--- src/hw/riscv_pkg.sv ---
`default_nettype none

package riscv_pkg;

    //////////////////////////////////////////////////
    // widths and word types
    //////////////////////////////////////////////////
    localparam int XLEN       = 32;               // data / address / instr width
    localparam int REG_ADDR_W = 5;                // x0..x31

    typedef logic [XLEN-1:0]       word_t;
    typedef logic [REG_ADDR_W-1:0] reg_addr_t;

    //////////////////////////////////////////////////
    // major opcodes, instr[6:0]
    //////////////////////////////////////////////////
    typedef enum logic [6:0] {
        OP       = 7'b0110011,                    // R-type alu
        OP_IMM   = 7'b0010011,                    // I-type alu
        LOAD     = 7'b0000011,                    // lw only
        STORE    = 7'b0100011,                    // sw only
        BRANCH   = 7'b1100011,
        JAL      = 7'b1101111,
        JALR     = 7'b1100111,
        LUI      = 7'b0110111,
        AUIPC    = 7'b0010111,
        MISC_MEM = 7'b0001111,                    // fence, nop here
        SYSTEM   = 7'b1110011                     // ecall / ebreak, nop here
    } opcode_e;

    // alu operations, compare group sets the branch flag
    typedef enum logic [3:0] {
        ADD  = 4'd0,
        SUB  = 4'd1,
        SLL  = 4'd2,
        SLT  = 4'd3,
        SLTU = 4'd4,
        XOR  = 4'd5,
        SRL  = 4'd6,
        SRA  = 4'd7,
        OR   = 4'd8,
        AND  = 4'd9,
        EQ   = 4'd10,                             // beq
        NE   = 4'd11,                             // bne
        LT   = 4'd12,                             // blt
        GE   = 4'd13,                             // bge
        LTU  = 4'd14,                             // bltu
        GEU  = 4'd15                              // bgeu
    } alu_op_e;

    // operand a source
    typedef enum logic [1:0] {
        RS1  = 2'd0,
        PC   = 2'd1,
        ZERO = 2'd2
    } op_a_sel_e;

    // operand b source, 5..7 unused
    typedef enum logic [2:0] {
        RS2   = 3'd0,
        IMM_I = 3'd1,
        IMM_U = 3'd2,
        IMM_S = 3'd3,
        FOUR  = 3'd4                              // link value pc + 4
    } op_b_sel_e;

    // register write-back source
    typedef enum logic {
        ALU = 1'b0,
        MEM = 1'b1
    } wb_sel_e;

endpackage

`default_nettype wire

--- src/hw/riscv_ctrl_if.sv ---
`timescale 1ns/100ps
`default_nettype none

// decoded control bundle, one decoder drives, datapath blocks listen
interface riscv_ctrl_if import riscv_pkg::*; ();

    alu_op_e   alu_op;                            // alu operation
    op_a_sel_e op_a_sel;                          // operand a mux
    op_b_sel_e op_b_sel;                          // operand b mux
    logic      rf_we;                             // register write enable
    wb_sel_e   wb_sel;                            // write-back source
    logic      mem_req;                           // data memory access
    logic      mem_we;                            // 1 = store
    logic      branch;                            // conditional branch
    logic      jal;
    logic      jalr;

    modport ctrl (
        output alu_op, op_a_sel, op_b_sel, rf_we, wb_sel,
        output mem_req, mem_we, branch, jal, jalr
    );

    modport operand (input op_a_sel, op_b_sel);
    modport alu     (input alu_op);
    modport fetch   (input branch, jal, jalr);
    // jalr here selects the link value pc + 4 on write-back
    modport core    (input rf_we, wb_sel, mem_req, mem_we, jalr);

endinterface

`default_nettype wire

--- src/hw/riscv_alu.sv ---
`timescale 1ns/100ps
`default_nettype none

module riscv_alu import riscv_pkg::*; (
    input  wire word_t       op_a_i,
    input  wire word_t       op_b_i,
    riscv_ctrl_if.alu        ctrl,
    output word_t            result_o,
    output logic             flag_o               // branch condition
);

    logic [4:0] shamt;
    logic       lt_s;                             // signed a < b
    logic       lt_u;                             // unsigned a < b

    assign shamt = op_b_i[4:0];                   // only low 5 bits shift
    assign lt_s  = $signed(op_a_i) < $signed(op_b_i);
    assign lt_u  = op_a_i < op_b_i;

    always_comb begin
        result_o = '0;
        flag_o   = 1'b0;
        case (ctrl.alu_op)
            ADD:  result_o = op_a_i + op_b_i;
            SUB:  result_o = op_a_i - op_b_i;
            SLL:  result_o = op_a_i << shamt;
            SLT:  result_o = {{(XLEN-1){1'b0}}, lt_s};
            SLTU: result_o = {{(XLEN-1){1'b0}}, lt_u};
            XOR:  result_o = op_a_i ^ op_b_i;
            SRL:  result_o = op_a_i >> shamt;
            SRA:  result_o = word_t'($signed(op_a_i) >>> shamt);
            OR:   result_o = op_a_i | op_b_i;
            AND:  result_o = op_a_i & op_b_i;
            // compare group, result stays zero
            EQ:   flag_o = (op_a_i == op_b_i);
            NE:   flag_o = (op_a_i != op_b_i);
            LT:   flag_o = lt_s;
            GE:   flag_o = !lt_s;
            LTU:  flag_o = lt_u;
            GEU:  flag_o = !lt_u;
            default: ;
        endcase
    end

endmodule

`default_nettype wire

--- src/hw/riscv_core.sv ---
`timescale 1ns/100ps
`default_nettype none

module riscv_core import riscv_pkg::*; #(
    parameter word_t RESET_PC = '0
) (
    input  wire              CLK,
    input  wire              RESET,
    // instruction fetch
    output word_t            imem_addr_o,
    input  wire word_t       imem_data_i,
    // data memory, combinational within the cycle
    output logic             dmem_req_o,
    output logic             dmem_we_o,
    output word_t            dmem_addr_o,
    output word_t            dmem_wdata_o,
    input  wire word_t       dmem_rdata_i,
    output logic             illegal_instr_o
);

    word_t pc;
    word_t rs1_data;
    word_t rs2_data;
    word_t op_a;
    word_t op_b;
    word_t alu_result;
    logic  alu_flag;
    word_t rf_wd;

    riscv_ctrl_if ctrl_if ();

    //////////////////////////////////////////////////
    // control and datapath
    //////////////////////////////////////////////////
    riscv_decoder u_decoder (
        .CLK             (CLK),
        .RESET           (RESET),
        .instr_i         (imem_data_i),
        .ctrl            (ctrl_if.ctrl),
        .illegal_instr_o (illegal_instr_o)
    );

    riscv_regfile u_regfile (
        .CLK   (CLK),
        .RESET (RESET),
        .ra1_i (imem_data_i[19:15]),              // rs1
        .ra2_i (imem_data_i[24:20]),              // rs2
        .wa_i  (imem_data_i[11:7]),               // rd
        .wd_i  (rf_wd),
        .we_i  (ctrl_if.rf_we),
        .rd1_o (rs1_data),
        .rd2_o (rs2_data)
    );

    riscv_operand_sel u_operand_sel (
        .instr_i    (imem_data_i),
        .pc_i       (pc),
        .rs1_data_i (rs1_data),
        .rs2_data_i (rs2_data),
        .ctrl       (ctrl_if.operand),
        .op_a_o     (op_a),
        .op_b_o     (op_b)
    );

    riscv_alu u_alu (
        .op_a_i   (op_a),
        .op_b_i   (op_b),
        .ctrl     (ctrl_if.alu),
        .result_o (alu_result),
        .flag_o   (alu_flag)
    );

    riscv_fetch #(
        .RESET_PC (RESET_PC)
    ) u_fetch (
        .CLK          (CLK),
        .RESET        (RESET),
        .instr_i      (imem_data_i),
        .alu_result_i (alu_result),
        .alu_flag_i   (alu_flag),
        .ctrl         (ctrl_if.fetch),
        .pc_o         (pc)
    );

    // write-back: load data, jalr link, or alu result
    always_comb begin
        if (ctrl_if.wb_sel == MEM)
            rf_wd = dmem_rdata_i;
        else if (ctrl_if.jalr)
            rf_wd = pc + XLEN'(4);                // alu is busy with the target
        else
            rf_wd = alu_result;
    end

    assign imem_addr_o  = pc;
    assign dmem_req_o   = ctrl_if.mem_req;
    assign dmem_we_o    = ctrl_if.mem_we;
    assign dmem_addr_o  = alu_result;             // rs1 + imm_I / imm_S
    assign dmem_wdata_o = rs2_data;

endmodule

`default_nettype wire

--- src/hw/riscv_decoder.sv ---
`timescale 1ns/100ps
`default_nettype none

module riscv_decoder import riscv_pkg::*; (
    input  wire              CLK,
    input  wire              RESET,
    input  wire word_t       instr_i,             // fetched instruction
    riscv_ctrl_if.ctrl       ctrl,                // decoded control bundle
    output logic             illegal_instr_o
);

    opcode_e    opcode;
    logic [2:0] funct3;
    logic [6:0] funct7;
    logic       illegal;                          // raw flag, before reset gating

    assign opcode = opcode_e'(instr_i[6:0]);
    assign funct3 = instr_i[14:12];
    assign funct7 = instr_i[31:25];

    //////////////////////////////////////////////////
    // main decode
    //////////////////////////////////////////////////
    always_comb begin
        // defaults: add rs1 + rs2, nothing written
        ctrl.alu_op   = ADD;
        ctrl.op_a_sel = RS1;
        ctrl.op_b_sel = RS2;
        ctrl.rf_we    = 1'b0;
        ctrl.wb_sel   = ALU;
        ctrl.mem_req  = 1'b0;
        ctrl.mem_we   = 1'b0;
        ctrl.branch   = 1'b0;
        ctrl.jal      = 1'b0;
        ctrl.jalr     = 1'b0;
        illegal       = 1'b0;

        case (opcode)
            OP, OP_IMM: begin
                ctrl.rf_we    = 1'b1;
                ctrl.op_b_sel = (opcode == OP) ? RS2 : IMM_I;
                case (funct3)
                    3'b000: ctrl.alu_op = ADD;
                    3'b001: ctrl.alu_op = SLL;
                    3'b010: ctrl.alu_op = SLT;
                    3'b011: ctrl.alu_op = SLTU;
                    3'b100: ctrl.alu_op = XOR;
                    3'b101: ctrl.alu_op = SRL;
                    3'b110: ctrl.alu_op = OR;
                    default: ctrl.alu_op = AND;
                endcase
                // funct7 matters for every R-type and for the imm shifts
                if (opcode == OP || funct3 == 3'b001 || funct3 == 3'b101) begin
                    if (funct7 == 7'b0100000) begin
                        if (funct3 == 3'b101)
                            ctrl.alu_op = SRA;
                        else if (funct3 == 3'b000 && opcode == OP)
                            ctrl.alu_op = SUB;
                        else
                            illegal = 1'b1;   // only sub, sra, srai take it
                    end else if (funct7 != 7'b0000000) begin
                        illegal = 1'b1;
                    end
                end
            end
            LOAD: begin
                ctrl.op_b_sel = IMM_I;            // addr = rs1 + imm_I
                ctrl.mem_req  = 1'b1;
                ctrl.rf_we    = 1'b1;
                ctrl.wb_sel   = MEM;
                illegal       = (funct3 != 3'b010);   // word access only
            end
            STORE: begin
                ctrl.op_b_sel = IMM_S;            // addr = rs1 + imm_S
                ctrl.mem_req  = 1'b1;
                ctrl.mem_we   = 1'b1;
                illegal       = (funct3 != 3'b010);
            end
            BRANCH: begin
                ctrl.branch = 1'b1;
                case (funct3)
                    3'b000: ctrl.alu_op = EQ;
                    3'b001: ctrl.alu_op = NE;
                    3'b100: ctrl.alu_op = LT;
                    3'b101: ctrl.alu_op = GE;
                    3'b110: ctrl.alu_op = LTU;
                    3'b111: ctrl.alu_op = GEU;
                    default: illegal = 1'b1;      // 010, 011
                endcase
            end
            JAL: begin
                ctrl.jal      = 1'b1;
                ctrl.rf_we    = 1'b1;
                ctrl.op_a_sel = PC;               // link = pc + 4 through alu
                ctrl.op_b_sel = FOUR;
            end
            JALR: begin
                ctrl.jalr     = 1'b1;
                ctrl.rf_we    = 1'b1;
                ctrl.op_b_sel = IMM_I;            // target = rs1 + imm_I
            end
            LUI: begin
                ctrl.rf_we    = 1'b1;
                ctrl.op_a_sel = ZERO;
                ctrl.op_b_sel = IMM_U;
            end
            AUIPC: begin
                ctrl.rf_we    = 1'b1;
                ctrl.op_a_sel = PC;
                ctrl.op_b_sel = IMM_U;
            end
            MISC_MEM, SYSTEM: ;                   // fence / ecall / ebreak as nop
            default: illegal = 1'b1;              // unknown opcode
        endcase

        if (instr_i[1:0] != 2'b11)
            illegal = 1'b1;                       // compressed space not supported

        // kill side effects, pc still moves on by 4
        if (illegal || RESET) begin
            ctrl.rf_we   = 1'b0;
            ctrl.mem_req = 1'b0;
            ctrl.mem_we  = 1'b0;
            ctrl.branch  = 1'b0;
            ctrl.jal     = 1'b0;
            ctrl.jalr    = 1'b0;
        end
        illegal_instr_o = illegal && !RESET;
    end

    // a store never goes out without a request
    a_we_needs_req : assert property (@(posedge CLK) disable iff (RESET)
        ctrl.mem_we |-> ctrl.mem_req);

endmodule

`default_nettype wire

--- src/hw/riscv_fetch.sv ---
`timescale 1ns/100ps
`default_nettype none

module riscv_fetch import riscv_pkg::*; #(
    parameter word_t RESET_PC = '0                // first fetch address
) (
    input  wire              CLK,
    input  wire              RESET,
    input  wire word_t       instr_i,
    input  wire word_t       alu_result_i,        // jalr target
    input  wire              alu_flag_i,          // branch taken
    riscv_ctrl_if.fetch      ctrl,
    output word_t            pc_o
);

    word_t pc_q;
    word_t pc_next;
    word_t imm_b;
    word_t imm_j;

    // B: imm[12|10:5] ... imm[4:1|11], bit 0 always zero
    assign imm_b = {{20{instr_i[31]}}, instr_i[7], instr_i[30:25], instr_i[11:8], 1'b0};
    // J: imm[20|10:1|11|19:12]
    assign imm_j = {{12{instr_i[31]}}, instr_i[19:12], instr_i[20], instr_i[30:21], 1'b0};

    always_comb begin
        if (ctrl.jalr)
            pc_next = {alu_result_i[XLEN-1:1], 1'b0};   // rs1 + imm_I, bit 0 cleared
        else if (ctrl.jal)
            pc_next = pc_q + imm_j;
        else if (ctrl.branch && alu_flag_i)
            pc_next = pc_q + imm_b;
        else
            pc_next = pc_q + XLEN'(4);                  // also illegal words
    end

    always_ff @(posedge CLK) begin
        if (RESET)
            pc_q <= RESET_PC;
        else
            pc_q <= pc_next;
    end

    assign pc_o = pc_q;

    // a jump into a misaligned target shows up one cycle later
    a_pc_aligned : assert property (@(posedge CLK) disable iff (RESET)
        1'b1 |=> (pc_o[1:0] == 2'b00));

endmodule

`default_nettype wire

--- src/hw/riscv_operand_sel.sv ---
`timescale 1ns/100ps
`default_nettype none

module riscv_operand_sel import riscv_pkg::*; (
    input  wire word_t       instr_i,
    input  wire word_t       pc_i,                // pc of this instruction
    input  wire word_t       rs1_data_i,
    input  wire word_t       rs2_data_i,
    riscv_ctrl_if.operand    ctrl,
    output word_t            op_a_o,
    output word_t            op_b_o
);

    word_t imm_i;
    word_t imm_s;
    word_t imm_u;

    //////////////////////////////////////////////////
    // immediates
    //////////////////////////////////////////////////
    // I: sign from bit 31, imm[11:0] = instr[31:20]
    assign imm_i = {{20{instr_i[31]}}, instr_i[31:20]};
    // S: imm[11:5] upper, imm[4:0] sits in the rd field
    assign imm_s = {{20{instr_i[31]}}, instr_i[31:25], instr_i[11:7]};
    assign imm_u = {instr_i[31:12], 12'b0};    // lui / auipc

    //////////////////////////////////////////////////
    // operand muxes
    //////////////////////////////////////////////////
    always_comb begin
        case (ctrl.op_a_sel)
            RS1:     op_a_o = rs1_data_i;
            PC:      op_a_o = pc_i;           // auipc, jal link
            default: op_a_o = '0;             // ZERO for lui
        endcase
    end

    always_comb begin
        case (ctrl.op_b_sel)
            RS2:     op_b_o = rs2_data_i;
            IMM_I:   op_b_o = imm_i;
            IMM_U:   op_b_o = imm_u;
            IMM_S:   op_b_o = imm_s;
            FOUR:    op_b_o = XLEN'(4);
            default: op_b_o = '0;
        endcase
    end

    // decoder must only hand out the five defined sources
    always_comb begin
        a_op_b_legal : assert (ctrl.op_b_sel inside {RS2, IMM_I, IMM_U, IMM_S, FOUR});
    end

endmodule

`default_nettype wire

--- src/hw/riscv_regfile.sv ---
`timescale 1ns/100ps
`default_nettype none

module riscv_regfile import riscv_pkg::*; (
    input  wire              CLK,
    input  wire              RESET,
    input  wire reg_addr_t   ra1_i,               // rs1 index
    input  wire reg_addr_t   ra2_i,               // rs2 index
    input  wire reg_addr_t   wa_i,                // rd index
    input  wire word_t       wd_i,
    input  wire              we_i,
    output word_t            rd1_o,
    output word_t            rd2_o
);

    word_t regs [32];                             // x0 cleared by reset, never written

    // write at the edge, x0 writes dropped
    always_ff @(posedge CLK) begin
        if (RESET) begin
            for (int i = 0; i < 32; i++)
                regs[i] <= '0;
        end else if (we_i && wa_i != '0) begin
            regs[wa_i] <= wd_i;
        end
    end

    // combinational read ports
    assign rd1_o = regs[ra1_i];
    assign rd2_o = regs[ra2_i];

    // x0 stays zero even right after a write aimed at it
    a_x0_zero : assert property (@(posedge CLK) disable iff (RESET)
        ((ra1_i == '0) |-> (rd1_o == '0)) and ((ra2_i == '0) |-> (rd2_o == '0)));

endmodule

`default_nettype wire

--- config.mk ---
export PLATFORM = sky130hd
export DESIGN_NAME = riscv_core
export DESIGN_NICKNAME = d
export VERILOG_FILES = /design/src/hw/riscv_pkg.sv /design/src/hw/riscv_ctrl_if.sv /design/src/hw/riscv_alu.sv /design/src/hw/riscv_core.sv /design/src/hw/riscv_decoder.sv /design/src/hw/riscv_fetch.sv /design/src/hw/riscv_operand_sel.sv /design/src/hw/riscv_regfile.sv
export SDC_FILE = /design/constraint.sdc
export NUM_CORES = 2
export LEC_CHECK = 0
export BUFFER_PORTS_ARGS = -buffer_cell sky130_fd_sc_hd__clkbuf_2
export CORE_MARGIN = 2
export CORE_UTILIZATION = 30
export CTS_CLUSTER_SIZE = 40
export DETAILED_ROUTE_END_ITERATION = 16
export HOLD_SLACK_MARGIN = 0.03
export MAX_ROUTING_LAYER = met4
export SLEW_MARGIN = 20
export SYNTH_ARGS = -nofsm -noshare
export SYNTH_HDL_FRONTEND = slang
export SYNTH_SLANG_ARGS = --single-unit
--- constraint.sdc ---
create_clock -name CLK -period 11.9 [get_ports CLK]
set_clock_uncertainty 0.15 [all_clocks]
set_input_delay 1.19 -clock CLK [delete_from_list [all_inputs] [get_ports CLK]]
set_output_delay 1.19 -clock CLK [all_outputs]
set_load 0.05 [all_outputs]
**Word-level counts from Yosys, hierarchy flattened**

Memories as Yosys holds them, arrays and structs flattened.
Index checks and enable logic that the tools add are counted.

- Divide/modulo/power cells: 0
- Muxes and demuxes: 48
- Add/sub/neg operators: 5
- Reduce and logical (&&, ||, !) cells: 26
- $mul: 0
- Shifts and indexed selects: 3
- $lt $le $gt $ge: 2
- Eq/ne operators: 43
- Bitwise gates (word level): 3

Operator list:

| cell | count |
|---|---|
| case mux 32 bit (10 select lines) | 1 |
| 2-to-1 mux 32 bit | 6 |
| case mux 32 bit (5 select lines) | 1 |
| adder 32 bit | 3 |
| < comparator 32 bit | 2 |
| case mux 32 bit (2 select lines) | 1 |
| adder 32 x 3 -> 32 bit (second input constant) | 1 |
| bitwise AND 32 bit | 1 |
| == test 32 bit | 1 |
| == test 4 bit (second input constant) | 8 |
| != test 32 bit | 1 |
| OR 32 bit | 1 |
| OR reduction 32 bit | 1 |
| << shifter 32 x 5 -> 32 bit | 1 |
| >> shifter 32 x 5 -> 32 bit | 1 |
| >>> shifter 32 x 5 -> 32 bit | 1 |
| subtractor 32 bit | 1 |
| XOR 32 bit | 1 |
| == test 7 x 6 -> 1 bit (second input constant) | 4 |
| == test 7 bit (second input constant) | 4 |
| case mux 4 bit (7 select lines) | 1 |
| 2-to-1 mux 1 bit | 27 |
| case mux 4 bit (6 select lines) | 1 |
| == test 4 x 3 -> 1 bit (second input constant) | 4 |
| other kinds (29) | 56 |

- ROM bits: 0
- Logic and storage cells: 133
- Bits in writable memories: 1024
- Flip-flop bits (word level): 32
- Input bits: 66
- Output and inout port bits: 99
- Memories kept: 1
- Latch bits: 0

Memory list:

| name | depth | width | rd ports | clocked after memory_dff | write ports | line | text |
|---|---|---|---|---|---|---|---|
| u_regfile.regs | 32 | 32 | 2 | 0 | 32 | riscv_regfile.sv:16 | `word_t regs [32];` |

**Depth between registers and ports, before layout**

- Depth in word-level cells: 16
- Depth in mapped cells: 29
- Mapped depth without buffers: 20

**Cells and area by module**

From an unflattened synthesis, not the netlist that was laid out.

- Cell total of the unflattened synthesis: 7004
- Area total of the unflattened synthesis: 72265.6 µm²

By module, submodules not included:

| module | cells each | area each (µm²) | sequential area each (µm²) | instances |
|---|---|---|---|---|
| riscv_regfile | 4605 | 55881.1 | 30749.5 | 1 |
| riscv_alu | 1295 | 8670.8 | 0.0 | 1 |
| riscv_fetch | 673 | 4849.7 | 620.6 | 1 |
| riscv_operand_sel | 165 | 1168.6 | 0.0 | 1 |
| riscv_core | 177 | 1116.1 | 0.0 | 1 |
| riscv_decoder | 89 | 579.3 | 0.0 | 1 |

**Worst setup path before layout**

Ideal clock, no wire load.

- Path kind: input-to-output
- Start: input imem_data_i[20]
- End: output dmem_addr_o[30]
- Data arrival time: 8.197 ns
- Cell stages on the path: 23
- Required time: 10.560 ns
- Buffers on the path: 9
- Setup slack: 2.363 ns
- Cells stage by stage: buf_6 > buf_12 > buf_12 > buf_6 > buf_6 > clkbuf_1 > clkbuf_1 > buf_1 > mux4_2 > mux4_2 > mux2_2 > a22oi_1 > ha_1 > clkbuf_1 > nor4_1 > nor3b_1 > a21boi_0 > o21ai_0 > a2111oi_0 > o41ai_1 > o41ai_1 > xor2_1 > o211ai_1

- Word-level cells in the longest chain between the ends: 4
- Elaborated cells between the ends (all ways): 11
- Classes of those cells: add/sub: 2; shift: 3; mux: 2; bitwise: 3; memory: 1

Ends and longest elaborated chain:

| element | line | text |
|---|---|---|
| start: declaration | riscv_core.sv:11 | `input wire word_t imem_data_i,` |
| memory (32 x 32 bit) (*) | n/a |  |
| net dmem_wdata_o[8] | riscv_core.sv:16 | `output word_t dmem_wdata_o,` |
| case mux 32 bit (5 select lines) (*) | riscv_operand_sel.sv:39 | `case (ctrl.op_b_sel)` |
| subtractor 32 bit or adder 32 bit (tied branches) | riscv_alu.sv:25, riscv_alu.sv:24 |  |
| case mux 32 bit (10 select lines) (*) | riscv_alu.sv:23 | `case (ctrl.alu_op)` |
| end: declaration | riscv_core.sv:15 | `output word_t dmem_addr_o,` |

Mark *: on every way through the listed nets, which the timed path passes. The rest lies on a longest branch.

**Worst setup path in the final report**

- Start: input imem_data_i[22]
- End: output dmem_addr_o[30]

- Word-level cells in the longest chain between the ends: 4
- Elaborated cells between the ends (all ways): 11
- Classes of those cells: add/sub: 2; shift: 3; mux: 2; bitwise: 3; memory: 1

Ends and longest elaborated chain:

| element | line | text |
|---|---|---|
| memory (32 x 32 bit) | n/a |  |
| case mux 32 bit (5 select lines) (*) | riscv_operand_sel.sv:39 |  |
| subtractor 32 bit (tied with other cells) | riscv_alu.sv:25 | `SUB: result_o = op_a_i - op_b_i;` |
| case mux 32 bit (10 select lines) (*) | riscv_alu.sv:23 |  |

Every way passes the cells marked *; elsewhere a longest branch is shown, timed or not.

==> results.cfg <==
[cells_and_area]
synthToLayoutAreaGrowth_pct = 12.7
finalInstanceArea_sq_um = 78000
final_cells = 9332
post_route_cells_drive_above_1_share_pct = 20.0
fin_nets = 6417

[timing]
fin_crit_ps = 10400
setup_tns_ps = 0
relSlewSlack_pct = 14.0
worst_pin_slew_ps = 1290
post-route-period-util_pct = 87.4
setup_viol = 0
finalHoldViolations = 0
timing.fmax_mhz = 96.2
maxSlewViolCount = 0
rsz0062_at_grt = false

[global_route]
grt_max_degree = 73
overflow = 0
grt_pass1_wl_mm = 473
grt_pass1_vias = 56600
track_usage_pct = 29.4
antenna_found_initial = 10

[floorplanning]
ios = 165
coreArea_sq_um = 230000
die_x_microns = 484
die_h_microns = 484
die-area_sq_um = 235000
start_util_pct = 30.1
fp-row-count = 176

[synthesis]
synthTopCellsByCount = nor2_1 (1036), edfxtp_1 (1024), mux2i_1 (420)
syn_avg_cell_area_sq_um = 11.2
async_reset_ff_share_pct = 0
synth.area.top_cells = edfxtp_1 (44%), mux4_2 (13%), mux2i_1 (6.1%)
ys_warn_count = 0
synth.largest_area_cell = edfxtp_1
synth_area_sq_um = 69200
seq_area_frac_synth_pct = 45.3
synth-edff-count = 1024
ys_seq_elements = 1055
synth.most_common_cell = nor2_1
synth_cells = 6204
synth_cell_types = 110
synth-main-ff-cell = edfxtp_1
synth_top_area_share_pct = 44.4

[clock_tree]
clock_sinks = 1055
root_buffer = clkbuf_16
cts_buffer_depth = 3
clk_pin_slew_ps = 60
cts_hold_buf = 0
cts-resized-gates = 0
cts_inserted_buffers = 116
insertion_delay_ps = 820
post_cts_buffers = 0
cts-htree-levels = 3
cts_tree = done

[power_and_ir_drop]
worst_ir_drop_vdd_uv = 124
switching_share_pct = 39.6
power_density_nw_per_um2 = 155
p_comb_share_pct = 34.4
power.switching_mw = 4.80
p_int_mw = 7.32
clkPwrFrac_pct = 30.2
cellLeakagePower_nw = 28.2
p_seq_share_pct = 35.3

[run_status]
status = complete, no violations

[worst_setup_path]
worstSetupEndpointType = primary output
critPathKind = in2out
r2r_slack_ps = 3540
arrival_ps = 9060
worst_ep_required_time_ps = 10560
cp_max_fo = 40
critPathLaunchType = primary input

[routing]
wl_per_cell_microns = 37.2
drc = 0
final_antenna_net_count = 0
via_per_inst = 6.42
firstDrtPassIters = 6
num_vias = 59900
drt-initial-drc-count = 10000
wl_mm = 347

[flow_run]
maxCapViolations = 0

[placement]
place_congestion = 1.05
post-dp-hpwl_mm = 244
dp_cells = 9105
dpl_cell_area_sq_um = 74100
io_buffer_count = 163

[worst_hold_path]
hold_path.class = reg2reg
==> cells by family (layout without fill, tap and decap cells) <==
kind of cell               after synthesis  in the layout  synth area share [%]
other                                    1             41               0.00542
adders and majority gates              152            152                  2.79
AOI/OAI and AO/OA                     1396           1396                  13.8
buffers and inverters                  709            771                  4.60
xor gates and xnor gates                85             85                  1.08
muxes                                  880            880                  20.2
DFF                                   1055           1055                  45.3
and+or+nand+nor                       1926           1926                  12.2
==> final timing paths <==
check / start / endpoint / depth (start not counted)
max: imem_data_i[22] / dmem_addr_o[30] / 20
min: u_fetch.pc_o[1] / u_fetch.pc_o[1] / 2
max reg2reg: u_regfile.regs[7][10] / u_regfile.regs[18][22] / 20
min reg2reg: u_fetch.pc_o[1] / u_fetch.pc_o[1] / 2
==> flip-flops by register name, indices dropped and copies added, names as in the netlist <==
name,flops
u_fetch.pc_o,31
u_regfile.regs,1024
==> stage by stage <==
stage,util (%),hold WS [ps],power [mW],setup WS [ps]
final,34.0,605,12.1,1500
after global routing,33.9,597,12.3,1390
after CTS,33.9,577,11.9,1670
after detailed placement,32.3,571,8.33,1720
after global placement,32.2,554,8.31,1310
after floorplan,-,591,6.63,2360
==> routing by layer <==
| metal | up-vias | wire length, microns | track usage (%) | part of all wire (%) |
|---|---|---|---|---|
| li1 | 23800 | - | - | - |
| met1 | 30300 | 125000 | 35.8 | 36 |
| met2 | 4837 | 154000 | 44.0 | 44 |
| met3 | 1066 | 41500 | 7.34 | 12 |
| met4 | 0 | 26600 | 17.8 | 7.7 |
| met5 | - | 0 | - | 0 |
==> power groups by stage <==
stage	clock network, mW	registers (mW)	logic (mW)
3_3_place_gp	0	4.34	3.97
2_1_floorplan	0	4.32	2.31
5_1_grt	3.81	4.29	4.23
6_report	3.67	4.28	4.17
4_1_cts	3.67	4.27	3.99
3_5_place_dp	0	4.35	3.98
==> layout make-up <==
type	instances	area (sq um)
Fill cell	22800	152000
Multi-Input combinational cell	4472	35400
Sequential cell	1055	31400
Tap cell	3026	3790
Clock buffer	153	3100
Timing Repair Buffer	425	3100
Clock inverter	64	672
Inverter	129	487
Antenna cell	8	20.0
==> worst max-delay path, stage by stage <==
cell and delay [ps]:
buf_6 460, buf_4 600, clkinv_1 770, mux4_2 570
nand2_2 110, nand2_4 520, inv_4 50, fa_1 440
nor2b_1 150, o21a_1 160, o21bai_1 150, a21boi_0 580
o21ai_0 390, a2111oi_0 560, buf_4 200, o41ai_1 140
o41ai_1 550, xor2_1 250, o211ai_1 710, clkbuf_2 410
==> cell usage in the layout, fill, tap and decap left out, types with 29 or more instances in the layout <==
master / instances
a221oi_1: 40
nor3_1: 71
a31oi_1: 39
mux2_2: 51
xnor2_1: 47
nand2_2: 36
ha_1: 148
xor2_1: 38
clkinv_1: 29
a22oi_1: 205
a21oi_1: 385
a211oi_1: 97
buf_4: 245
clkbuf_1: 33
nor2_2: 40
edfxtp_1: 1024
nor2_1: 1025
a21o_1: 41
mux4_2: 402
nand2_1: 315
o211ai_1: 62
inv_1: 118
clkbuf_16: 118
mux2i_1: 414
conb_1: 33
nor2b_1: 31
nand4_1: 51
o21ai_0: 161
dfxtp_1: 31
clkbuf_2: 154
nand3_1: 138
No activity file was read; power rests on OpenSTA's default activity.
